[src/rtl/gbm_params.svh]
`ifndef GBM_PARAMS_SVH
`define GBM_PARAMS_SVH

// Stream word width in bits
`define GBM_DATA_W 64

// Features per tuple, 16 bits each
`define GBM_MAX_FEATURES 16

// Tree levels, leaves included
`define GBM_MAX_DEPTH 4

// Trees held by one unit
`define GBM_MAX_TREES_PER_UNIT 8

// Node words per unit memory
`define GBM_NODE_MEM_DEPTH 128

`endif

[src/rtl/gbm_stream_pkg.sv]
`include "gbm_params.svh"
`default_nettype none

package gbm_stream_pkg;

  // One beat of the sink or source stream
  typedef struct packed {
    logic [`GBM_DATA_W-1:0] tdata;
    logic                   tlast;
  } gbm_axis_t;

  // AXI4-Lite master to slave
  typedef struct packed {
    // Write address channel
    logic [31:0] awaddr;
    logic        awvalid;
    // Write data channel
    logic [31:0] wdata;
    logic        wvalid;
    // Write response channel
    logic        bready;
    // Read address channel
    logic [31:0] araddr;
    logic        arvalid;
    // Read data channel
    logic        rready;
  } gbm_axil_req_t;

  // AXI4-Lite slave to master
  typedef struct packed {
    logic        awready;
    logic        wready;
    logic [1:0]  bresp;
    logic        bvalid;
    logic        arready;
    logic [31:0] rdata;
    logic [1:0]  rresp;
    logic        rvalid;
  } gbm_axil_rsp_t;

endpackage

`default_nettype wire

[src/rtl/gbm_model_pkg.sv]
`include "gbm_params.svh"
`default_nettype none

package gbm_model_pkg;

  // Node address width in a unit memory
  localparam int NODE_AW = $clog2(`GBM_NODE_MEM_DEPTH);

  // One stream word, seen as a tree node or as part of a tuple
  typedef union packed {
    struct packed {
      logic [7:0]         spare;
      logic signed [31:0] leaf;
      logic [15:0]        threshold;
      logic [7:0]         feature;
    } node;
    // Lowest feature in bits 15:0
    logic [3:0][15:0] feat;
  } gbm_line_u;

  // Model shape for one run
  typedef struct packed {
    logic [4:0]  num_features;
    logic [2:0]  tree_depth;
    logic [3:0]  trees_per_unit;
    logic [31:0] num_tuples;
  } gbm_cfg_t;

  // Tree word headed for one unit
  typedef struct packed {
    logic               en;
    logic [NODE_AW-1:0] addr;
    gbm_line_u          line;
  } gbm_node_wr_t;

  // Leaf sum of one unit for one tuple
  typedef struct packed {
    logic signed [31:0] sum;
  } gbm_partial_t;

endpackage

`default_nettype wire

[src/rtl/gbm_score_combiner.sv]
`include "gbm_params.svh"
`default_nettype none

module gbm_score_combiner (
  input  logic                        aclk,
  input  logic                        aresetn,
  input  gbm_model_pkg::gbm_cfg_t     cfg,
  input  logic                        start,
  input  gbm_model_pkg::gbm_partial_t part0,
  input  gbm_model_pkg::gbm_partial_t part1,
  input  logic                        part_valid0,
  input  logic                        part_valid1,
  output logic                        part_ready0,
  output logic                        part_ready1,
  output gbm_stream_pkg::gbm_axis_t   src,
  output logic                        src_valid,
  input  logic                        src_ready,
  output logic                        out_done
);

  import gbm_model_pkg::*;

  gbm_partial_t total;
  logic         load;
  logic [31:0]  beat_cnt;

  // Both sums taken in one cycle into a free output slot
  assign load        = part_valid0 && part_valid1 && (!src_valid || src_ready);
  assign part_ready0 = load;
  assign part_ready1 = load;
  assign total.sum   = part0.sum + part1.sum;

  // Final beat of the run leaving
  assign out_done = src_valid && src_ready && src.tlast;

  always_ff @(posedge aclk) begin
    if (!aresetn) begin
      src_valid <= 1'b0;
      beat_cnt  <= '0;
    end else begin
      if (load) begin
        src_valid <= 1'b1;
      end else if (src_ready) begin
        src_valid <= 1'b0;
      end
      // Beat count restarts with each run
      if (start) begin
        beat_cnt <= '0;
      end else if (load) begin
        beat_cnt <= beat_cnt + 1'b1;
      end
    end
  end

  // Output beat, score sign-extended to the word
  always_ff @(posedge aclk) begin
    if (load) begin
      src.tdata <= {{(`GBM_DATA_W-32){total.sum[31]}}, total.sum};
      src.tlast <= (beat_cnt + 32'd1) == cfg.num_tuples;
    end
  end

endmodule

`default_nettype wire

[config.mk]
export PLATFORM = sky130hd
export DESIGN_NAME = gbm_score_combiner
export DESIGN_NICKNAME = d
export VERILOG_FILES = /design/src/rtl/gbm_stream_pkg.sv /design/src/rtl/gbm_model_pkg.sv /design/src/rtl/gbm_score_combiner.sv
export VERILOG_INCLUDE_DIRS = /design/src /design/src/rtl
export SDC_FILE = /design/constraint.sdc
export NUM_CORES = 1
export LEC_CHECK = 0
export BUFFER_PORTS_ARGS = -buffer_cell sky130_fd_sc_hd__buf_2
export CAP_MARGIN = 20
export CORE_MARGIN = 5
export CORE_UTILIZATION = 45
export CTS_CLUSTER_SIZE = 20
export DETAILED_ROUTE_END_ITERATION = 10
export PLACE_DENSITY = 0.73
export SLEW_MARGIN = 10
export SYNTH_ARGS = -nofsm -noshare
export SYNTH_HDL_FRONTEND = slang
export SYNTH_SLANG_ARGS = --single-unit
[constraint.sdc]
create_clock -name aclk -period 4.29 [get_ports aclk]
set_clock_uncertainty 0.1 [all_clocks]
set_input_delay 1.0725 -clock aclk [delete_from_list [all_inputs] [get_ports aclk]]
set_output_delay 1.0725 -clock aclk [all_outputs]
set_load 0.005 [all_outputs]
---- Yosys cells after proc, flatten, opt, wreduce, memory -nomap -nowiden ----
Index checks and enable logic that the tools add are counted.
word-level totals
  register bits ........................... 66
  output and inout bits ................... 69
  input port bits ......................... 114
  memories ................................ 0
  bits in latches ......................... 0
  memory bits (read-only) ................. 0
  RAM bits ................................ 0
cells by class
  shift-type cells ........................ 0
  magnitude comparators ................... 0
  multipliers ............................. 0
  $add $sub $neg .......................... 2
  div/mod/pow operators ................... 0
  reductions and logical operators ........ 8
  multiplexer cells ....................... 2
  eq/ne operators ......................... 1
  bitwise logic cells ..................... 1
operators with widths
  kind                                            number
  adder 32 x 1 -> 32 bit (second input constant)  1
  adder 32 bit                                    1
  equality test 32 bit                            1
  logical AND 1 bit                               4
  two-way mux 1 bit                               2
  nonzero test 2 bit                              1
  OR reduction 2 bit                              1
  logical NOT 1 bit                               1
  logical OR 1 bit                                1
  inverter 1 bit                                  1

---- Longest topological paths before layout ----
  word-level depth ........................ 4
  gate-level depth with buffers ........... 10
  mapped depth without buffers ............ 10

---- Worst setup path before layout ----
No wires, ideal clock.
  kind .................................... input -> output
  from .................................... in src_ready
  to ...................................... out part_ready1
  data required time ...................... 3118 ps
  setup slack ............................. 272 ps
  arrival time ............................ 2845 ps
  buffers on the path ..................... 2
  stages .................................. 5
  cells stage by stage .................... nand2b_1 nand3_1 inv_1 clkbuf_1 buf_4
between the ends
  longest elaborated chain between the ends .. 2
ends and longest elaborated chain
  item               RTL line                  RTL
  from (decl)        gbm_score_combiner.sv:17  input logic src_ready,
  logical OR 1 bit   gbm_score_combiner.sv:28  assign load = part_valid0 && part_valid1 && (!src_valid || src_ready);
  logical AND 1 bit  gbm_score_combiner.sv:28
  to (decl)          gbm_score_combiner.sv:14  output logic part_ready1,
Every way passes these cells.

==> results.py <==
metrics = {
    "run_status": {
        "status": "finished, final reports clean",
    },
    "floorplan": {
        "io_pins": 183,
        "rows": 39,
        "fp.dieW_um": 117,
        "coreArea_um2": 11400,
        "fp.dieH_um": 117,
        "start_util": 0.455,
        "die-area_um2": 13700,
    },
    "detailed_routing": {
        "wl_met2_mm": 6.77,
        "top_layer": "met5",
        "drc": 0,
        "firstDrtPassIters": 5,
        "drt-vias-per-instance": 5.45,
        "wl_met1_mm": 5.45,
        "routed-via-count": 4773,
        "drt-initial-drc-count": 299,
        "ant_nets": 0,
        "drt_wl_total_mm": 13.5,
        "wire_per_inst_um": 15.4,
        "wl_met3_um": 972,
    },
    "worst_setup_path": {
        "r2r_start": "beat_cnt[5]$_SDFFE_PP0P_",
        "cp.arrival_ns": 3.62,
        "reg2reg_depth": 8,
        "required_ns": 4.28,
        "cp-start-kind": "input pin",
        "endpoint_kind": "register",
        "rr_endpoint": "src[0]$_DFFE_PP_",
        "rrSetupSlack_ns": 1.25,
        "criticalPathCategory": "in -> reg",
        "crit_fanout": 4,
    },
    "global_routing": {
        "gr-total-overflow": 0,
        "grt_pass1_wl_mm": 20.9,
        "grt_pass1_vias": 4586,
        "grt_use_total": 0.192,
        "grt_start_max_net_pins": 44,
        "antenna_found_initial": 3,
    },
    "sta": {
        "worst_slew_pin_slew_ns": 0.743,
        "whs_ns": 0.414,
        "fin_tns_setup_ns": 0,
        "rsz0062_at_grt": "false",
        "setup_viol": 0,
        "slew_violations": 0,
        "min_period_ns": 3.63,
        "final-hold-violation-count": 0,
        "slew-limit-headroom": 0.492,
        "post-route-period-util": 0.847,
        "max_freq_mhz": 275,
    },
    "power_and_ir_drop": {
        "power_density_nw_per_um2": 299,
        "leakagePower_nw": 2.62,
        "ir_worst_vdd_mv": 0.257,
        "finalPower_mw": 1.85,
    },
    "yosys": {
        "ys_seq_elements": 66,
        "synth_edf_count": 33,
        "yosysTopAreaCell": "edfxtp_1",
        "syn-cell-area_um2": 5180,
        "synth.net_count": 740,
        "ys.flop_type": "edfxtp_1",
        "post_synth_num_cell_types": 57,
        "avgSynthCellArea_um2": 8.73,
        "yosysTopAreaCellShare": 0.191,
        "async_flop_share": 0,
        "synth_cells": 593,
        "ys_warn_count": 0,
        "yosysSeqAreaShare": 0.319,
        "synthTopCellsByArea": "edfxtp_1 (19%), dfxtp_1 (13%), xnor2_1 (10%)",
    },
    "cells_and_area": {
        "postLayoutCellArea_um2": 6180,
        "final_nets": 872,
        "drive_above_1_share": 0.274,
        "nFillCells": 1049,
        "area_delta_synth_final_pct": 19.4,
        "layoutNonFillerInstCount": 875,
    },
    "run": {
        "drv_cap": 0,
    },
    "clock_tree": {
        "cts_resized": 0,
        "postCtsHoldBufs": 0,
        "clockBufferDepth": 2,
        "clock_sinks": 66,
        "path_clk_slew_ns": 0.05,
        "cts_tree": "built",
        "cts_setup_buffers": 0,
        "insertion_delay_ns": 0.34,
        "cts_root_buffer": "clkbuf_16",
        "cts_buffers": 9,
        "h-tree-depth": 3,
    },
    "min_path": {
        "hold_path_class": "reg -> reg",
        "holdPathEnd": "beat_cnt[1]$_SDFFE_PP0P_",
        "hold_path.startpoint": "beat_cnt[1]$_SDFFE_PP0P_",
        "hold_depth": 2,
    },
    "placed_design": {
        "dpl.cell_count": 857,
        "hpwlAfterDp_mm": 10.6,
        "globalplace.congestion": 0.900,
        "post_dp_cell_area_um2": 5890,
        "portBuffers": 170,
    },
}
## kinds of logic (layout without fill, tap and decap cells)
group           Yosys count  count (layout)  share of synthesized area
compound gates          129             129                      0.160
mux                       4               4                    0.00798
flops                    66              66                      0.319
xor+xnor                 99              99                      0.168
simple gates            199             199                      0.191
other cells               0               2                          0
fa+ha+maj                33              33                     0.0812
buf+inv                  63             200                     0.0730
## how the worst max path moves through the flow
stage / cells after the start / end / slack (ns) / start
after floorplan: 5 / part_ready1 / 0.27 / src_ready
final: 11 / src[29]$_DFFE_PP_ / 0.66 / part0[0]
after detailed placement: 11 / src[29]$_DFFE_PP_ / 0.31 / part0[0]
after CTS: 11 / src[29]$_DFFE_PP_ / 0.66 / part0[0]
after global placement: 11 / src[29]$_DFFE_PP_ / 0.33 / part0[0]
after global routing: 11 / src[29]$_DFFE_PP_ / 0.44 / part0[0]
## flip-flops by register name (all words and copies together), names as in the netlist
register   cells
beat_cnt      32
src           33
src_valid      1
## cell usage after synthesis, drive strengths merged (7+ instances only)
master	count
edfxtp	33
buf	37
a21oi	40
a21o	18
clkbuf	15
nand4	17
nor3	12
nor2	68
or3	11
a211oi	7
nand2	36
and3	8
nand3	23
xor2	39
dfxtp	33
xnor2	60
o21ai	26
inv	11
ha	32
## report_power, final
part / leakage (nW) / switching, mW / internal [mW]
clock: 0.143 / 0.267 / 0.434
sequential: 0.574 / 0.0131 / 0.708
combinational: 1.90 / 0.227 / 0.198
## worst max-delay path, cell delays in order
cell and delay, ns:
buf_2 0.10, ha_1 0.23, fa_1 0.41, a21o_1 0.21, a211oi_1 0.31, o2111ai_1 0.18
and2_1 0.22, o211ai_1 0.28, o21ai_0 0.20, a211oi_1 0.32, xnor2_1 0.09
## area by class of cell
type	count	area, um^2	share of cell area
Antenna cell	2	5.00	0.000810
Clock buffer	13	270	0.0437
Clock inverter	3	13.8	0.00223
Inverter	11	41.3	0.00668
Multi-Input combinational cell	464	3150	0.509
Sequential cell	66	1650	0.267
Tap cell	143	179	0.0289
Timing Repair Buffer	173	873	0.141
## metrics by stage
stage               setup slack, ns   util
floorplan                     0.272      -
global placement              0.330  0.518
detailed placement            0.312  0.518
CTS                           0.663  0.543
global route                  0.436  0.544
finish                        0.656  0.544
## per-layer routing
| metal | vias up | GRT usage |
|---|---|---|
| li1 | 2363 | - |
| met1 | 2186 | 0.227 |
| met2 | 193 | 0.340 |
| met3 | 29 | 0.0488 |
| met4 | 2 | 0.0589 |
| met5 | - | 0 |
## cell usage in the layout, fill, tap and decap left out, drive strengths merged, types with 7 or more instances in the layout
| cell type | instances |
|---|---|
| buf | 173 |
| nor2 | 68 |
| xnor2 | 60 |
| a21oi | 40 |
| xor2 | 39 |
| nand2 | 36 |
| dfxtp | 33 |
| edfxtp | 33 |
| ha | 32 |
| o21ai | 26 |
| nand3 | 23 |
| a21o | 18 |
| nand4 | 17 |
| clkbuf | 13 |
| nor3 | 12 |
| inv | 11 |
| or3 | 11 |
| and3 | 8 |
| a211oi | 7 |
Note: power is estimated with default switching activity, not from simulation.
