## src/rtl/gbm_params.svh

```systemverilog
`ifndef GBM_PARAMS_SVH
`define GBM_PARAMS_SVH

// Stream word width in bits
`define GBM_DATA_W 64

// Features per tuple, 16 bits each
`define GBM_MAX_FEATURES 16

// Tree levels, leaves included
`define GBM_MAX_DEPTH 4

// Trees held by one unit
`define GBM_MAX_TREES_PER_UNIT 8

// Node words per unit memory
`define GBM_NODE_MEM_DEPTH 128

`endif

```

## src/rtl/gbm_stream_pkg.sv

```systemverilog
`include "gbm_params.svh"
`default_nettype none

package gbm_stream_pkg;

  // One beat of the sink or source stream
  typedef struct packed {
    logic [`GBM_DATA_W-1:0] tdata;
    logic                   tlast;
  } gbm_axis_t;

  // AXI4-Lite master to slave
  typedef struct packed {
    // Write address channel
    logic [31:0] awaddr;
    logic        awvalid;
    // Write data channel
    logic [31:0] wdata;
    logic        wvalid;
    // Write response channel
    logic        bready;
    // Read address channel
    logic [31:0] araddr;
    logic        arvalid;
    // Read data channel
    logic        rready;
  } gbm_axil_req_t;

  // AXI4-Lite slave to master
  typedef struct packed {
    logic        awready;
    logic        wready;
    logic [1:0]  bresp;
    logic        bvalid;
    logic        arready;
    logic [31:0] rdata;
    logic [1:0]  rresp;
    logic        rvalid;
  } gbm_axil_rsp_t;

endpackage

`default_nettype wire

```

## src/rtl/gbm_model_pkg.sv

```systemverilog
`include "gbm_params.svh"
`default_nettype none

package gbm_model_pkg;

  // Node address width in a unit memory
  localparam int NODE_AW = $clog2(`GBM_NODE_MEM_DEPTH);

  // One stream word, seen as a tree node or as part of a tuple
  typedef union packed {
    struct packed {
      logic [7:0]         spare;
      logic signed [31:0] leaf;
      logic [15:0]        threshold;
      logic [7:0]         feature;
    } node;
    // Lowest feature in bits 15:0
    logic [3:0][15:0] feat;
  } gbm_line_u;

  // Model shape for one run
  typedef struct packed {
    logic [4:0]  num_features;
    logic [2:0]  tree_depth;
    logic [3:0]  trees_per_unit;
    logic [31:0] num_tuples;
  } gbm_cfg_t;

  // Tree word headed for one unit
  typedef struct packed {
    logic               en;
    logic [NODE_AW-1:0] addr;
    gbm_line_u          line;
  } gbm_node_wr_t;

  // Leaf sum of one unit for one tuple
  typedef struct packed {
    logic signed [31:0] sum;
  } gbm_partial_t;

endpackage

`default_nettype wire

```

## src/rtl/gbm_stream_reader.sv

```systemverilog
`include "gbm_params.svh"
`default_nettype none

module gbm_stream_reader (
  input  logic                        aclk,
  input  logic                        aresetn,
  input  gbm_model_pkg::gbm_cfg_t     cfg,
  input  logic                        start,
  input  gbm_stream_pkg::gbm_axis_t   sink,
  input  logic                        sink_valid,
  output logic                        sink_ready,
  output gbm_model_pkg::gbm_node_wr_t node_wr0,
  output gbm_model_pkg::gbm_node_wr_t node_wr1,
  output gbm_model_pkg::gbm_line_u    tuple,
  output logic                        tuple_valid,
  input  logic                        tuple_ready0,
  input  logic                        tuple_ready1,
  input  logic                        out_done,
  output logic                        idle
);

  import gbm_model_pkg::*;

  localparam int NIDX_W = `GBM_MAX_DEPTH;

  typedef enum logic [2:0] {IDLE, READ_TREES, WAIT_TREES, READ_DATA, DRAIN} state_t;

  state_t             state;
  logic               fire;
  logic               tree_fire;
  logic               last_node;
  logic               sel;
  logic [NIDX_W-1:0]  node_idx;
  logic [NODE_AW-1:0] addr0;
  logic [NODE_AW-1:0] addr1;

  // Tree words never stall, tuples wait for both units
  assign sink_ready = (state == READ_TREES) ||
                      (state == READ_DATA && tuple_ready0 && tuple_ready1);
  assign fire       = sink_valid && sink_ready;
  assign tree_fire  = fire && (state == READ_TREES);

  // Final node of a tree of 2^depth - 1 words
  assign last_node = node_idx == NIDX_W'((1 << cfg.tree_depth) - 2);

  ////////////////////////////////////////////////////////////
  // Phase FSM

  always_ff @(posedge aclk) begin
    if (!aresetn) begin
      state    <= IDLE;
      node_idx <= '0;
      sel      <= 1'b0;
      addr0    <= '0;
      addr1    <= '0;
    end else begin
      case (state)
        IDLE:       if (start) state <= READ_TREES;
        READ_TREES: if (fire && sink.tlast) state <= WAIT_TREES;
        WAIT_TREES: state <= READ_DATA;
        READ_DATA:  if (fire && sink.tlast) state <= DRAIN;
        DRAIN:      if (out_done) state <= IDLE;
        default:    state <= IDLE;
      endcase

      // Tree routing, even trees to unit 0, odd trees to unit 1
      if (start) begin
        node_idx <= '0;
        sel      <= 1'b0;
        addr0    <= '0;
        addr1    <= '0;
      end else if (tree_fire) begin
        if (sel) begin
          addr1 <= addr1 + 1'b1;
        end else begin
          addr0 <= addr0 + 1'b1;
        end
        if (last_node) begin
          node_idx <= '0;
          sel      <= !sel;
        end else begin
          node_idx <= node_idx + 1'b1;
        end
      end
    end
  end

  ////////////////////////////////////////////////////////////
  // Unit side

  always_comb begin
    node_wr0.en   = tree_fire && !sel;
    node_wr0.addr = addr0;
    node_wr0.line = sink.tdata;
    node_wr1.en   = tree_fire && sel;
    node_wr1.addr = addr1;
    node_wr1.line = sink.tdata;
  end

  // Same tuple word to both units
  assign tuple       = sink.tdata;
  assign tuple_valid = fire && (state == READ_DATA);

  // Busy already in the start cycle
  assign idle = (state == IDLE) && !start;

endmodule

`default_nettype wire

```

## config.mk

```make
export PLATFORM = sky130hd
export DESIGN_NAME = gbm_stream_reader
export DESIGN_NICKNAME = d
export VERILOG_FILES = /design/src/rtl/gbm_stream_pkg.sv /design/src/rtl/gbm_model_pkg.sv /design/src/rtl/gbm_stream_reader.sv
export VERILOG_INCLUDE_DIRS = /design/src /design/src/rtl
export SDC_FILE = /design/constraint.sdc
export NUM_CORES = 1
export LEC_CHECK = 0
export ABC_AREA = 1
export BUFFER_PORTS_ARGS = -buffer_cell sky130_fd_sc_hd__buf_4
export CAP_MARGIN = 15
export CORE_AREA = 2 2 127 129
export CTS_CLUSTER_SIZE = 16
export DETAILED_ROUTE_END_ITERATION = 12
export DIE_AREA = 0 0 129 131
export PLACE_DENSITY = 0.57
export SYNTH_ARGS = -nofsm -noshare
export SYNTH_HDL_FRONTEND = slang
export SYNTH_SLANG_ARGS = --single-unit
export TNS_END_PERCENT = 10
```

## constraint.sdc

```tcl
create_clock -name aclk -period 4.9 [get_ports aclk]
set_clock_uncertainty 0.15 [all_clocks]
set_input_delay 1.225 -clock aclk [delete_from_list [all_inputs] [get_ports aclk]]
set_output_delay 1.225 -clock aclk [all_outputs]
set_load 0.01 [all_outputs]
```

Word-level counts from Yosys, hierarchy flattened:

Index checks and enable logic that the tools add are counted.

* reduce and logical (&&, ||, !) cells: 18
* shift operators: 1
* $add $sub $neg: 4
* bitwise gates (word level): 2
* muxes and demuxes: 6
* equal/unequal tests: 9

Operator list (count)
* case mux 3 bit (5 select lines): 1
* adder 7 x 1 -> 7 bit (second input constant): 2
* 2-to-1 mux 3 bit: 4
* logical AND 1 bit: 9
* == test 3 x 2 -> 1 bit (second input constant): 2
* AND reduction 2 bit: 3
* adder 4 x 1 -> 4 bit (second input constant): 1
* == test 4 bit: 1
* 2-to-1 mux 4 bit: 1
* inequality test 2 x 1 -> 1 bit (second input constant): 2
* inequality test 2 bit (second input constant): 2
* AND reduction 4 bit: 1
* left shift 1 x 3 -> 4 bit (first input constant): 1
* subtractor 4 x 3 -> 4 bit (second input constant): 1
* == test 3 x 1 -> 1 bit (second input constant): 1
* == test 3 bit (second input constant): 1
* zero test 3 bit: 1
* zero test 1 bit: 2
* NOT 1 bit: 2
* OR reduction 2 bit: 1
* logical OR 1 bit: 1

* output and inout bits: 211
* input port bits: 116
* flip-flop bits (word level): 22

Longest topological paths before layout:

Gate-level depths: netlist of run 1.

* depth after elaboration: 8
* mapped depth: 13
* mapped depth without buffers: 13

Worst setup path after synthesis of run 1:

OpenSTA, ideal clock, no wires.

* kind: in2out
* from: input tuple_ready1
* to: output tuple_valid
* buffers on the path: 0
* slack: 1731 ps
* cell stages on the path: 4
* data arrival time: 1794 ps
* cells stage by stage: nand2_1 -> a21oi_1 -> nand2_1 -> nor2_1

* word-level cells in the longest chain between the ends: 4

RTL lines
* start, declared: RTL line gbm_stream_reader.sv:17 `input logic tuple_ready1,`
* logical AND 1 bit: RTL line gbm_stream_reader.sv:39 `(state == READ_DATA && tuple_ready0 && tuple_ready1);`
* logical OR 1 bit: RTL line gbm_stream_reader.sv:38 `assign sink_ready = (state == READ_TREES) ||`
* net sink_ready: RTL line gbm_stream_reader.sv:11 `output logic sink_ready,`
* logical AND 1 bit: RTL line gbm_stream_reader.sv:40 `assign fire = sink_valid && sink_ready;`
* logical AND 1 bit: RTL line gbm_stream_reader.sv:102 `assign tuple_valid = fire && (state == READ_DATA);`
* end, declared: RTL line gbm_stream_reader.sv:15 `output logic tuple_valid,`

The timed path passes the listed nets, and every way through them passes these cells.

==> results.toml, run 1 <==
[detailed_routing]
wl_per_cell_um = 10.3
totalWireLength_mm = 4.53
ant_nets = 0
firstDrtPassIters = 4
detailedRoute.firstIterationViolations = 36
vias = 1340
post-route-drc-count = 0
via_per_inst = 3.05

[critical_path]
path_class = "in2out"
worst-path-max-fanout = 8
cp-start-kind = "primary input"
worstSetupEndpointType = "output pin"
arrival_ns = 2.06
cp.required_ns = 3.52

[clock_tree]
cts_tree = "built"
h-tree-depth = 1
cts.hold.buffers_added = 0
worst_setup_hold_path_clk_slew_ns = 0.06
clock_latency_ns = 0.26
cts_sinks = 22
root_buffer = "clkbuf_16"
cts_inserted_buffers = 3
clockBufferDepth = 2
ctsResizeCount = 0
cts_setup_buffers = 0

[global_routing]
grt_pass1_vias = 1336
grt_usage = 0.0533
antenna_found_initial = 0
grt_max_degree = 14
grt_pass1_wl_mm = 7.06
grt.overflow.total = 0

[sta]
layout_setup_ws_ns = 1.47
setup_viol = 0
setup_tns_ns = 0
rsz0062_at_grt = "false"
max_slew.worst_pin.slew_ns = 0.285
fin_crit_sh = 0.700
slew_headroom = 0.810
slew_viol_final = 0
hold_viol_final = 0
period_minus_slack_ns = 3.43
max_freq_mhz = 291

[job]
drv_cap = 0

[min_path]
min_path_type = "reg2reg"

[synth]
ys_warn_count = 0
synthTopCellsByArea = "buf_4, dfxtp_1, nand2_1"
synth_cell_types = 24
synthCells = 383
netlist.top_cell.by_area = "buf_4"
syn-num-nets = 503
yosysSeqAreaShare = 0.163
syn_area_sq_um = 2690
synthDominantCellAreaShare = 0.535
postSynthAreaPerCell_sq_um = 7.03
ys_ff_latch = 22

[die]
die_height_um = 131
dieArea_sq_um = 16900
pin_count = 327
start_util = 0.173
die_w_um = 129
coreArea_sq_um = 15600
rows = 46

[power_and_ir_drop]
p_leak_nw = 0.765
p_per_area_nw_per_um2 = 253
total_power_w = 0.000468
ir_worst_vdd_uv = 115

[outcome]
status = "finished clean"

[cells_and_area]
fill_cells = 1811
seq_area_sq_um = 440
diodes = 0
area_growth_pct = -31.4
multi_input_area_sq_um = 691
fin_util = 0.119
drive_gt1_frac = 0.196
nets = 345

[place]
gp_congestion = 0.716
pre_cts_ws_ns = 1.44
hpwlAfterDp_mm = 3.69
port_buffers = 29
==> worst paths after layout <==
check | cells after the start | slack, ns | end | start
hold / removal | 2 | 0.34 | addr0[5] | addr0[5]
hold reg to reg | 2 | 0.34 | addr0[5] | addr0[5]
setup / recovery | 6 | 1.47 | node_wr0[71] | sink_valid
setup reg to reg | 8 | 3.34 | node_idx[2] | state[1]
==> registers in the layout, indices dropped and copies added, names as in the netlist <==
name,cells
sel,1
addr0,7
state,3
addr1,7
node_idx,4
==> cell usage after synthesis <==
cell	count
nor2_4	1
nor3_1	2
o21ai_0	5
a21oi_1	16
nor2_1	26
nand2_2	2
nand4_2	1
dfxtp_1	22
nand3_1	12
nand2_4	2
clkinv_2	1
clkbuf_1	1
inv_2	1
inv_1	29
nand4_1	2
nand2_1	54
nor2_2	1
ha_1	4
buf_4	192
mux2i_1	1
xor2_1	4
o21a_1	1
nand3b_1	2
nor2_8	1
==> metal layers <==
layer	vias up	part of all wire	wire length, um	track usage
li1	661	-	-	-
met1	519	0.36	1620	0.0559
met2	113	0.38	1710	0.0716
met3	47	0.18	817	0.0358
met4	0	0.083	378	0.0480
met5	-	0	0	0
==> per-stage QoR <==
stage	cells	instance area (sq um)	hold slack [ns]
final	440	1850	0.344
after global routing	440	1850	0.382
after CTS	440	1850	0.348
after detailed placement	436	1740	0.333
after global placement	436	1740	0.331
after floorplan	383	2690	0.350
==> cells in the final DEF, fill, tap and decap left out, drive strengths merged, types with 2 or more instances in the layout <==
cell / n
o21ai: 5
nand3: 12
nand3b: 2
nand4: 3
nand2: 58
buf: 30
inv: 30
nor2: 29
ha: 4
a21oi: 16
dfxtp: 22
nor3: 2
clkbuf: 3
xor2: 4
==> cell families after synthesis <==
logic type,count (synthesis),synth area share
buf+inv,224,0.580
xor+xnor,4,0.0130
mux,1,0.00372
compound gates,22,0.0418
flops,22,0.163
fa+ha+maj,4,0.0186
simple gates,106,0.179
==> power by group <==
part           internal, W  leakage (nW)   total, W  switching (W)
registers         0.000181         0.178   0.000185     0.00000330
clock network     0.000162        0.0511   0.000233      0.0000705
logic            0.0000209         0.536  0.0000504      0.0000294
total             0.000365         0.765   0.000468       0.000103
==> worst max-delay path, stage by stage <==
cell and delay [ns]:
buf_4 0.10, nand2_2 0.09, nor2_8 0.19, nand2_2 0.13, inv_1 0.17, buf_4 0.15
==> area by class of cell <==
cell class                 count  area share
clock buffer                   3      0.0406
timing repair buffer          30       0.122
tap                          216       0.146
clock inverter                 1      0.0162
inverter                      31      0.0636
sequential                    22       0.238
multi-input combinational    137       0.373
Power figures use the tool's default switching activity.
==> run 2: changes to the inputs <==
--- a/config.mk
+++ b/config.mk
@@ -13,7 +13,7 @@
 export CTS_CLUSTER_SIZE = 16
 export DETAILED_ROUTE_END_ITERATION = 12
 export DIE_AREA = 0 0 129 131
-export PLACE_DENSITY = 0.57
+export PLACE_DENSITY = 0.59
 export SYNTH_ARGS = -nofsm -noshare
 export SYNTH_HDL_FRONTEND = slang
 export SYNTH_SLANG_ARGS = --single-unit
==> constraint.sdc (replaced) <==
create_clock -name aclk -period 3.05 [get_ports aclk]
set_clock_uncertainty 0.15 [all_clocks]
set_input_delay 0.7625 -clock aclk [delete_from_list [all_inputs] [get_ports aclk]]
set_output_delay 0.7625 -clock aclk [all_outputs]
set_load 0.01 [all_outputs]
==> results.toml, run 2 (same netlist as run 1, synthesis figures left out) <==
[cells_and_area]
mostFrequentLayoutCell = "nand2_1"
mostFrequentLayoutCells = "nand2_1, buf_4, inv_1, nor2_1, dfxtp_1"
fill_cells = 1801
drive_gt1_frac = 0.196
top_regs = "addr0 (7), addr1 (7), node_idx (4)"
final_cell_area_sq_um = 1850
nets = 345
diodes = 0
area_growth_pct = -31.4

[sta]
slew_viol_final = 0
fin_crit_sh = 0.827
max_slew.worst_pin.slew_ns = 0.315
period_minus_slack_ns = 2.52
slew_headroom = 0.790
setup_viol = 0
hold_viol_final = 0
max_freq_mhz = 397
rsz0062_at_grt = "false"
whs_ns = 0.341
setup_tns_ns = 0

[clock_tree]
clock_latency_ns = 0.26
ctsResizeCount = 0
root_buffer = "clkbuf_16"
cts_sinks = 22
cts_tree = "built"
cts_setup_buffers = 0
cts.hold.buffers_added = 0
cts_inserted_buffers = 3
h-tree-depth = 1
clockBufferDepth = 2
worst_setup_hold_path_clk_slew_ns = 0.06

[die]
rows = 46
pin_count = 327
start_util = 0.173
die_height_um = 131
die_w_um = 129
dieArea_sq_um = 16900
coreArea_sq_um = 15600

[place]
hpwlAfterDp_mm = 4.12
dpl_cell_area_sq_um = 1740
gp_congestion = 0.692
port_buffers = 29

[outcome]
status = "finished clean"

[global_routing]
grt.overflow.total = 0
grt_use_met1 = 0.0540
gr-usage-met3 = 0.0448
grt_usage = 0.0562
antenna_found_initial = 0
grt_max_degree = 14
grt_busiest_layer = "met2"
grt_pass1_vias = 1289
grt.met2_usage = 0.0825
grt_pass1_wl_mm = 7.22

[detailed_routing]
ant_nets = 0
totalWireLength_mm = 4.95
post-route-drc-count = 0
via_per_inst = 3.04
vias = 1337
firstDrtPassIters = 4
detailedRoute.firstIterationViolations = 43
wl_per_cell_um = 11.3

[power_and_ir_drop]
ir_worst_vdd_uv = 288
p_leak_nw = 0.765
p_per_area_nw_per_um2 = 409

[critical_path]
worst-path-max-fanout = 8
cp.required_ns = 2.14
arrival_ns = 1.61
cp-start-kind = "primary input"
path_class = "in2out"
worstSetupEndpointType = "output pin"

[min_path]
min_path_type = "reg2reg"

[job]
drv_cap = 0
[run 2: worst paths after layout]
kind         slack (ns)       start  depth (start not counted)           end
max                0.53  sink_valid                          6  node_wr0[71]
min                0.34    addr0[5]                          2      addr0[5]
max reg2reg        1.47    state[2]                          7      state[1]
min reg2reg        0.34    addr0[5]                          2      addr0[5]
[run 2: worst max-delay path, cell delays in order]
cell     delay [ns]
buf_4          0.10
nand2_2        0.09
nor2_8         0.19
nand2_2        0.13
inv_1          0.18
buf_4          0.15
[run 2: final cells by class]
class | instances | area [sq um] | share of cell area
clock inverters | 1 | 30.0 | 0.0162
well taps | 216 | 270 | 0.146
inverters | 31 | 118 | 0.0636
flip-flops and latches | 22 | 440 | 0.238
clock buffers | 3 | 75.1 | 0.0406
repair buffers | 30 | 225 | 0.122
multi-input cells | 137 | 691 | 0.373
[run 2: layer usage]
metal,up-vias,part of all wire
met5,-,0
met4,0,0.055
met3,36,0.20
met2,125,0.40
met1,516,0.34
li1,660,-
[run 2: where the power goes]
group / switching [W] / internal (W)
logic: 0.0000483 / 0.0000336
clock network: 0.000118 / 0.000261
registers: 0.00000523 / 0.000291
[run 2: stage by stage]
stage               power (W)  instances  utilization  setup slack [ns]
CTS                  0.000774        440        0.119             0.524
floorplan            0.000613        383            -             0.806
global route         0.000790        440        0.119             0.456
finish               0.000757        440        0.119             0.528
global placement     0.000387        436        0.112             0.516
detailed placement   0.000387        436        0.112             0.530
