[src/rtl/gbm_params.svh]
`ifndef GBM_PARAMS_SVH
`define GBM_PARAMS_SVH

// Stream word width in bits
`define GBM_DATA_W 64

// Features per tuple, 16 bits each
`define GBM_MAX_FEATURES 16

// Tree levels, leaves included
`define GBM_MAX_DEPTH 4

// Trees held by one unit
`define GBM_MAX_TREES_PER_UNIT 8

// Node words per unit memory
`define GBM_NODE_MEM_DEPTH 128

`endif

[src/rtl/gbm_stream_pkg.sv]
`include "gbm_params.svh"
`default_nettype none

package gbm_stream_pkg;

  // One beat of the sink or source stream
  typedef struct packed {
    logic [`GBM_DATA_W-1:0] tdata;
    logic                   tlast;
  } gbm_axis_t;

  // AXI4-Lite master to slave
  typedef struct packed {
    // Write address channel
    logic [31:0] awaddr;
    logic        awvalid;
    // Write data channel
    logic [31:0] wdata;
    logic        wvalid;
    // Write response channel
    logic        bready;
    // Read address channel
    logic [31:0] araddr;
    logic        arvalid;
    // Read data channel
    logic        rready;
  } gbm_axil_req_t;

  // AXI4-Lite slave to master
  typedef struct packed {
    logic        awready;
    logic        wready;
    logic [1:0]  bresp;
    logic        bvalid;
    logic        arready;
    logic [31:0] rdata;
    logic [1:0]  rresp;
    logic        rvalid;
  } gbm_axil_rsp_t;

endpackage

`default_nettype wire

[src/rtl/gbm_model_pkg.sv]
`include "gbm_params.svh"
`default_nettype none

package gbm_model_pkg;

  // Node address width in a unit memory
  localparam int NODE_AW = $clog2(`GBM_NODE_MEM_DEPTH);

  // One stream word, seen as a tree node or as part of a tuple
  typedef union packed {
    struct packed {
      logic [7:0]         spare;
      logic signed [31:0] leaf;
      logic [15:0]        threshold;
      logic [7:0]         feature;
    } node;
    // Lowest feature in bits 15:0
    logic [3:0][15:0] feat;
  } gbm_line_u;

  // Model shape for one run
  typedef struct packed {
    logic [4:0]  num_features;
    logic [2:0]  tree_depth;
    logic [3:0]  trees_per_unit;
    logic [31:0] num_tuples;
  } gbm_cfg_t;

  // Tree word headed for one unit
  typedef struct packed {
    logic               en;
    logic [NODE_AW-1:0] addr;
    gbm_line_u          line;
  } gbm_node_wr_t;

  // Leaf sum of one unit for one tuple
  typedef struct packed {
    logic signed [31:0] sum;
  } gbm_partial_t;

endpackage

`default_nettype wire

[src/rtl/gbm_ctrl_slave.sv]
`default_nettype none

module gbm_ctrl_slave (
  input  logic                          aclk,
  input  logic                          aresetn,
  input  gbm_stream_pkg::gbm_axil_req_t axil_req,
  output gbm_stream_pkg::gbm_axil_rsp_t axil_rsp,
  input  logic                          idle,
  output gbm_model_pkg::gbm_cfg_t       cfg,
  output logic                          start
);

  logic        wr_fire;
  logic        rd_fire;
  logic [2:0]  wr_sel;
  logic [2:0]  rd_sel;
  logic        bvalid_q;
  logic        rvalid_q;
  logic [31:0] rdata_q;

  ////////////////////////////////////////////////////////////
  // Handshake

  // Address and data taken together, no response pending
  assign wr_fire = axil_req.awvalid && axil_req.wvalid && !bvalid_q;
  assign rd_fire = axil_req.arvalid && !rvalid_q;

  // Word index within the register map
  assign wr_sel = axil_req.awaddr[4:2];
  assign rd_sel = axil_req.araddr[4:2];

  always_comb begin
    axil_rsp         = '0;
    axil_rsp.awready = wr_fire;
    axil_rsp.wready  = wr_fire;
    axil_rsp.bvalid  = bvalid_q;
    axil_rsp.arready = !rvalid_q;
    axil_rsp.rvalid  = rvalid_q;
    axil_rsp.rdata   = rdata_q;
    // OKAY on both response channels
    axil_rsp.bresp   = 2'b00;
    axil_rsp.rresp   = 2'b00;
  end

  ////////////////////////////////////////////////////////////
  // Register file

  always_ff @(posedge aclk) begin
    if (!aresetn) begin
      bvalid_q <= 1'b0;
      rvalid_q <= 1'b0;
      start    <= 1'b0;
      cfg      <= '0;
    end else begin
      // Start only honoured while the engine is idle
      start <= wr_fire && (wr_sel == 3'd0) && axil_req.wdata[0] && idle;

      // Response held until the master takes it
      if (wr_fire) begin
        bvalid_q <= 1'b1;
      end else if (axil_req.bready) begin
        bvalid_q <= 1'b0;
      end
      if (rd_fire) begin
        rvalid_q <= 1'b1;
      end else if (axil_req.rready) begin
        rvalid_q <= 1'b0;
      end

      if (wr_fire) begin
        case (wr_sel)
          3'd1: cfg.num_features   <= axil_req.wdata[4:0];
          3'd2: cfg.tree_depth     <= axil_req.wdata[2:0];
          3'd3: cfg.trees_per_unit <= axil_req.wdata[3:0];
          3'd4: cfg.num_tuples     <= axil_req.wdata;
          default: ;
        endcase
      end
    end
  end

  // Read data, start bit reads back as zero
  always_ff @(posedge aclk) begin
    if (rd_fire) begin
      case (rd_sel)
        3'd0: rdata_q <= {30'd0, idle, 1'b0};
        3'd1: rdata_q <= {27'd0, cfg.num_features};
        3'd2: rdata_q <= {29'd0, cfg.tree_depth};
        3'd3: rdata_q <= {28'd0, cfg.trees_per_unit};
        3'd4: rdata_q <= cfg.num_tuples;
        default: rdata_q <= '0;
      endcase
    end
  end

endmodule

`default_nettype wire

[config.mk]
export PLATFORM = sky130hd
export DESIGN_NAME = gbm_ctrl_slave
export DESIGN_NICKNAME = d
export VERILOG_FILES = /design/src/rtl/gbm_stream_pkg.sv /design/src/rtl/gbm_model_pkg.sv /design/src/rtl/gbm_ctrl_slave.sv
export VERILOG_INCLUDE_DIRS = /design/src /design/src/rtl
export SDC_FILE = /design/constraint.sdc
export NUM_CORES = 1
export LEC_CHECK = 0
export ABC_AREA = 1
export BUFFER_PORTS_ARGS = -buffer_cell sky130_fd_sc_hd__buf_2
export CAP_MARGIN = 15
export CELL_PAD_IN_SITES_DETAIL_PLACEMENT = 1
export CELL_PAD_IN_SITES_GLOBAL_PLACEMENT = 1
export CORE_ASPECT_RATIO = 1.75
export CORE_UTILIZATION = 35
export CTS_BUF_LIST = sky130_fd_sc_hd__clkbuf_4 sky130_fd_sc_hd__clkbuf_8
export DETAILED_ROUTE_END_ITERATION = 8
export PLACE_DENSITY = 0.95
export SETUP_SLACK_MARGIN = 0.1
export SYNTH_ARGS = -nofsm -noshare
export SYNTH_HDL_FRONTEND = slang
export SYNTH_SLANG_ARGS = --single-unit
[constraint.sdc]
create_clock -name aclk -period 3.3 [get_ports aclk]
set_input_delay 0.495 -clock aclk [delete_from_list [all_inputs] [get_ports aclk]]
set_output_delay 0.495 -clock aclk [all_outputs]
set_load 0.02 [all_outputs]
# Yosys cells after proc, flatten, opt, wreduce, memory -nomap -nowiden
# Cells that the tools add are included.
# word_totals
reg_bits	79
in_bits	104
output_inout_bits	86
wordCells	37
# op_classes
n_eq_ne	8
n_reduce_logical	16
n_mux	5
# ops
op	count
32-bit case mux with 5 select lines	1
3-bit by 2-bit equality test with 1-bit output (second input constant)	4
2-bit AND reduction	4
3-bit by 1-bit equality test with 1-bit output (second input constant)	2
3-bit equality test (second input constant)	2
1-bit logical AND	6
3-bit logical NOT	2
1-bit 2-to-1 mux	4
2-bit nonzero test	2
1-bit logical NOT	2

# Longest topological paths before layout
# Gate-level depths: netlist of the first run.
# logic_depth
word_depth	5
ltp_mapped	7
ltp_nobuf	7

# Worst setup path before layout of the first run
# Ideal clock, no wire load.
# synth_timing
path_kind	input to register
from	in axil_req[1] (netlist name)
to	reg rdata_q[0], enable pin
path_slack_ns	1.718
path_buffers	0
setup_time_ns	0.387
t_arrival_ns	1.195
required_time_ns	2.913
stages	2
cell_sequence	nand2_1 inv_1
# synth_via
elab_chain_cells	1
# synth_lines
element	line_no	text
from (decl)	gbm_ctrl_slave.sv:6	input gbm_stream_pkg::gbm_axil_req_t axil_req,
1-bit logical AND	gbm_ctrl_slave.sv:26	assign rd_fire = axil_req.arvalid && !rvalid_q;
named net rd_fire	gbm_ctrl_slave.sv:14	logic rd_fire;
to (signal assigned)	gbm_ctrl_slave.sv:86	3'd0: rdata_q <= {30'd0, idle, 1'b0};
to (signal assigned)	gbm_ctrl_slave.sv:87	3'd1: rdata_q <= {27'd0, cfg.num_features};
to (signal assigned)	gbm_ctrl_slave.sv:88	3'd2: rdata_q <= {29'd0, cfg.tree_depth};
to (decl)	gbm_ctrl_slave.sv:19	logic [31:0] rdata_q;
# The timed path passes the listed nets, and every way through them passes these cells.
# A chain may end at the register's enable or synchronous reset.

==> results.yml, run 1 <==
drt:
  routedWlPerCell_um: 14.2
  num_vias: 3143
  via_per_inst: 4.54
  route.detailed.drc: 0
  drtIter0Drc: 117
  antenna_left: 0
  first_pass_iters: 4
  routed_wl_mm: 9.83
global_routing:
  grt_pass1_wl_mm: 15.7
  grt.overflow.total: 0
  antenna_found_initial: 0
  grt_max_degree: 48
  grt_pass1_vias: 3240
  track_usage_pct: 19.3
critical_path:
  worstSetupPathType: "reg2out"
  r2r_slack_ns: 1.60
  max_stage_delay_ns: 0.63
  cp_slowest_cell: "nor2_4"
  worstPathCellList: "nor2_4 > buf_2"
  cp_top_family: "simple AND/OR/NAND/NOR gates"
  arrival_ns: 1.63
  cp.buffers_inverters: 1
  cp-start-kind: "flop"
  cp.required_ns: 2.80
  worstPathMaxFanout: 31
  setup.worst_path.end_class: "primary output"
floorplanning:
  num_rows: 48
  die_h_um: 136
  fp.coreArea_um2: 9910
  die_w_um: 78.4
  die_area_um2: 10600
  start_util_pct: 36.1
  io_pins: 190
clock_network:
  post_cts_buffers: 0
  post_cts_resized: 0
  clkLatencyLatePin_ns: 0.35
  clockBufferDepth: 2
  cts-buffers-inserted: 9
  clockRootBuffer: "clkbuf_8"
  htreeDepth: 3
  cts_sinks: 79
  cts_hold_buf: 0
  path_clk_slew_ns: 0.08
  cts_tree: "done"
synth:
  yosys_warnings: 0
  synth.cell_area_um2: 3570
  synth.area.top_cells: "edfxtp_1 27%, dfxtp_1 26%, nor2_1 12%"
  yosysTopAreaCell: "edfxtp_1"
  synthDominantCellAreaShare_pct: 26.9
  synth.ff_latch_count: 79
  syn-instance-count: 445
  ys_types: 23
  syn_area_per_cell_um2: 8.03
  ys_seq_area_share_pct: 53.2
sta:
  final_max_slew_viol_count: 0
  clock.fmax_mhz: 470
  post-route-min-period_ns: 2.13
  tns_ns: 0
  finalClockSkew_ns: 0.0143
  rsz0062_at_grt: "false"
  relSlewSlack_pct: 41.7
  period_share_pct: 64.5
  setup_viol: 0
  hold_viol_final: 0
  worst_slew_pin_slew_ns: 0.874
  setup_ws_ns: 1.17
finish:
  drive_gt1_share_pct: 29.2
  antennaDiodeCount: 0
  syn2layout_area_growth_pct: 23.4
  final_cell_mix: "127 x buf_2, 114 x nor2_1, 76 x nand2_1, 70 x inv_1, 51 x nand3_1"
  fin_nets: 667
  fin_cells: 693
  final_common_cell: "buf_2"
placement:
  dp_slack_ns: 1.22
  place_congestion: 0.853
  place_inst: 676
  dp.final_hpwl_mm: 7.46
  port-buffer-count: 127
outcome:
  status: "finished, final reports clean"
flow_run:
  cap_violations: 0
power_and_ir_drop:
  power_density_nw_per_um2: 477
  ir_drop_uv: 179
  p_leak_nw: 2.12
worst_hold_path:
  worstHoldPathType: "in2reg"
## logic make-up after synthesis
logic type	synth area share, %
other cells	0.105
buf+inv	14.2
flops	53.2
simple gates	32.0
compound gates	0.420
## final timing paths
path / start / to / cells past startpoint
max: bvalid_q / axil_rsp[40] / 2
min: axil_req[36] / start / 3
max reg2reg: bvalid_q / cfg[7] / 5
min reg2reg: cfg[17] / cfg[17] / 2
## registers in the layout, indices dropped and copies added (netlist names)
register	cells
rvalid_q	1
rdata_q	32
bvalid_q	1
start	1
cfg	44
## synth_stat cells
cell type    n
conb_1       1
nor2_2       8
nand2_2      1
nand3_1     51
nor3_2       1
buf_2        2
a21boi_0     1
nand3b_4     1
nand3_2      1
nand4_1      4
inv_2        4
nand2_1     76
buf_4       10
o21a_1       1
inv_4        1
nor2_4       4
nor2_1     114
nor3_1       2
edfxtp_1    32
dfxtp_1     47
buf_6       12
inv_1       70
buf_1        1
## tightest hold or removal path, delay by kind of cell
family | cells | cell delay, ns
buffers and inverters | 1 | 0.10
AND/OR/NAND/NOR | 2 | 0.12
## routing by layer
| metal | part of all wire (%) | vias to the layer above | track usage (%) | wire [um] |
|---|---|---|---|---|
| li1 | - | 1574 | - | - |
| met1 | 39 | 1452 | 21.5 | 3820 |
| met2 | 55 | 96 | 36.0 | 5380 |
| met3 | 3.1 | 21 | 1.68 | 306 |
| met4 | 3.2 | 0 | 9.98 | 314 |
| met5 | 0 | - | 0 | 0 |
## per-stage QoR
step                hold WS [ns]  power, mW  utilization, %  area, um^2
floorplan                  0.509       1.25               -        3580
global placement           0.488       1.31            42.0        4160
detailed placement         0.501       1.33            42.0        4160
CTS                        0.396       2.12            44.2        4380
global route               0.436       2.19            44.5        4410
finish                     0.412       2.10            44.5        4410
## area by class of cell
| class | count | area, um^2 |
|---|---|---|
| fill | 1289 | 5500 |
| sequential | 79 | 1900 |
| multi-input combinational | 269 | 1170 |
| timing repair buffer | 129 | 671 |
| inverter | 75 | 284 |
| tap | 125 | 156 |
| clock buffer | 11 | 139 |
| clock inverter | 5 | 81.3 |
## power by group
| part | total [mW] | internal (mW) | switching [mW] |
|---|---|---|---|
| clock | 0.799 | 0.445 | 0.354 |
| sequential | 1.06 | 1.05 | 0.0160 |
| combinational | 0.242 | 0.0768 | 0.165 |
(Power assumes the default switching activity.)
==> run 2, diff against run 1 <==
Settings changed: ABC_AREA 1 to 0, CORE_UTILIZATION 35 to 30, PLACE_DENSITY 0.95 to 0.89.
Clock period 3.3 ns to 1.9 ns, I/O delays scaled along.
==> run 2 against run 1 <==
Net effect:
- wire length shrank 14%
- die area grew 6.5%
- clock power grew 50%
- non-clock buffer count grew 3
- global-route usage shrank 3.6 points
- power grew 59%
- via count shrank 20%
- final cell count shrank 21%
==> results.yml, run 2 <==
critical_path:
  worstPathCellList: "and3b_2 > and3_2 > buf_4 > mux2i_1"
  worstPathMaxFanout: 16
  worstSetupPathType: "reg2reg"
  cp.buffers_inverters: 1
  crit_path_start: "bvalid_q"
  reg2reg_to: "cfg[25]"
  arrival_ns: 1.71
  worstSetupEndpoint: "cfg[25]"
  setup.worst_path.end_class: "flop"
  cp.required_ns: 2.17
  cp_top_family: "simple AND/OR/NAND/NOR gates"
  reg2reg_from: "bvalid_q"
  r2r_slack_ns: 0.46
  ff2ff_path_depth: 4
  max_stage_delay_ns: 0.33
  cp-start-kind: "flop"
  worst-path-stages: 4
  cp_slowest_cell: "dfxtp_1"
clock_network:
  path_clk_slew_ns: 0.08
  post_cts_buffers: 0
  clkLatencyLatePin_ns: 0.34
  cts_sinks: 79
  clockBufferDepth: 2
  cts_hold_buf: 0
  clockRootBuffer: "clkbuf_8"
  post_cts_resized: 0
  cts_tree: "done"
  cts-buffers-inserted: 9
  htreeDepth: 3
sta:
  whs_ns: 0.180
  tns_ns: 0
  post-route-min-period_ns: 1.44
  setup_ws_ns: 0.456
  final_max_slew_viol_count: 0
  period_share_pct: 76.0
  hold_viol_final: 0
  finalClockSkew_ns: 0.0134
  setup_viol: 0
  clock.fmax_mhz: 693
  rsz0062_at_grt: "false"
placement:
  place_congestion: 0.770
  dp.final_hpwl_mm: 6.38
  port-buffer-count: 127
  dp_slack_ns: 0.421
finish:
  seqCellArea_um2: 1900
  final_cell_mix: "127 x buf_2, 80 x nand2_1, 47 x dfxtp_1, 46 x mux2i_1, 32 x edfxtp_1"
  largest_reg_flops: 44
  fin_nets: 515
  top_regs: "cfg x44, rdata_q x32"
  drive_gt1_share_pct: 36.8
  nFillCells: 1248
  multi_input_area_um2: 1190
  antennaDiodeCount: 0
  post-route-util_pct: 38.9
  regMostFlops: "cfg"
  syn2layout_area_growth_pct: 26.6
  final_common_cell: "buf_2"
floorplanning:
  fp.coreArea_um2: 10600
  num_rows: 50
  die_h_um: 140
  die_w_um: 80.9
  io_pins: 190
  die_area_um2: 11300
  start_util_pct: 30.7
synth:
  yosysMostFrequentCell: "nand2_1"
  syn_area_per_cell_um2: 11.2
  yosys_warnings: 0
  syn-instance-count: 292
  ys_seq_area_share_pct: 58.2
  synth.ff_latch_count: 79
  synthFlopType: "dfxtp_1"
  synth.area.top_cells: "edfxtp_1 29%, dfxtp_1 29%, mux2i_1 14%"
  yosys-top-cells-count: "80 x nand2_1, 47 x dfxtp_1, 46 x mux2i_1"
  yosysTopAreaCell: "edfxtp_1"
  synth.cell_area_um2: 3270
  async_reset_ff_share_pct: 0
  ys_types: 29
  synthDominantCellAreaShare_pct: 29.4
  synth_edf_count: 32
global_routing:
  track_usage_pct: 15.7
  grt_pass1_vias: 2640
  grt.overflow.total: 0
  grt_pass1_wl_mm: 13.4
  antenna_found_initial: 0
  grt_max_degree: 80
outcome:
  status: "finished, final reports clean"
power_and_ir_drop:
  p_leak_nw: 1.87
  power_density_nw_per_um2: 811
  ir_drop_uv: 528
drt:
  antenna_left: 0
  routedWlPerCell_um: 15.5
  routed_wl_mm: 8.48
  drtIter0Drc: 50
  route.detailed.drc: 0
  via_per_inst: 4.60
  first_pass_iters: 4
  num_vias: 2511
worst_hold_path:
  worstHoldPathType: "in2reg"
flow_run:
  cap_violations: 0
[run 2: cell types whose count changed in the layout (fill, tap and decap cells not counted), sizes merged, moves of 27 or more]
cell,delta
nor2,-124
inv,-74
nand3,-51
mux2i,+46
and2,+27
[run 2: how the worst min path moves through the flow]
stage                  from       to  slack [ns]  depth (start not counted)
2_1_floorplan  axil_req[36]    start        0.40                          2
3_3_place_gp         cfg[8]   cfg[8]        0.45                          2
3_5_place_dp        cfg[29]  cfg[29]        0.47                          2
4_1_cts        axil_req[57]  cfg[21]        0.16                          3
5_1_grt        axil_req[60]  cfg[24]        0.17                          3
6_report       axil_req[57]  cfg[21]        0.18                          3
[run 2: per-layer routing]
metal / track usage (%) / vias to the layer above / routed length (um)
li1: - / 1197 / -
met1: 15.9 / 1214 / 3190
met5: 0 / - / 0
met3: 3.91 / 9 / 426
met4: 6.20 / 0 / 152
met2: 29.5 / 91 / 4700
[run 2: final cells by class]
cell class / instances / share of cell area (%)
repair buffers: 132 / 16.6
clock buffers: 11 / 3.36
clock inverters: 5 / 1.24
multi-input cells: 187 / 28.7
flip-flops and latches: 79 / 46.0
inverters: 2 / 0.182
well taps: 130 / 3.93
[run 2: logic make-up after synthesis]
family | count (synthesis) | share of synthesized area, %
and+or+nand+nor | 123 | 18.0
DFF | 79 | 58.2
muxes | 49 | 15.1
buffers and inverters | 29 | 6.21
AOI/OAI and AO/OA | 11 | 2.30
other | 1 | 0.115
[run 2: metrics by stage]
stage	cells	area (um^2)	power [mW]
after floorplan	295	3280	2.07
after global placement	530	3940	2.18
after detailed placement	530	3940	2.19
after CTS	546	4130	3.41
after global routing	546	4130	3.50
final	546	4130	3.35
[run 2: power by group]
group	internal, mW	switching (mW)
Clock	0.628	0.577
Combinational	0.110	0.207
Sequential	1.81	0.0193
[run 2: worst register-to-register path, cell delays in order, from the launching register on]
cell and delay [ns]:
dfxtp_1 0.33, and3b_2 0.29, and3_2 0.20, buf_4 0.30, mux2i_1 0.26
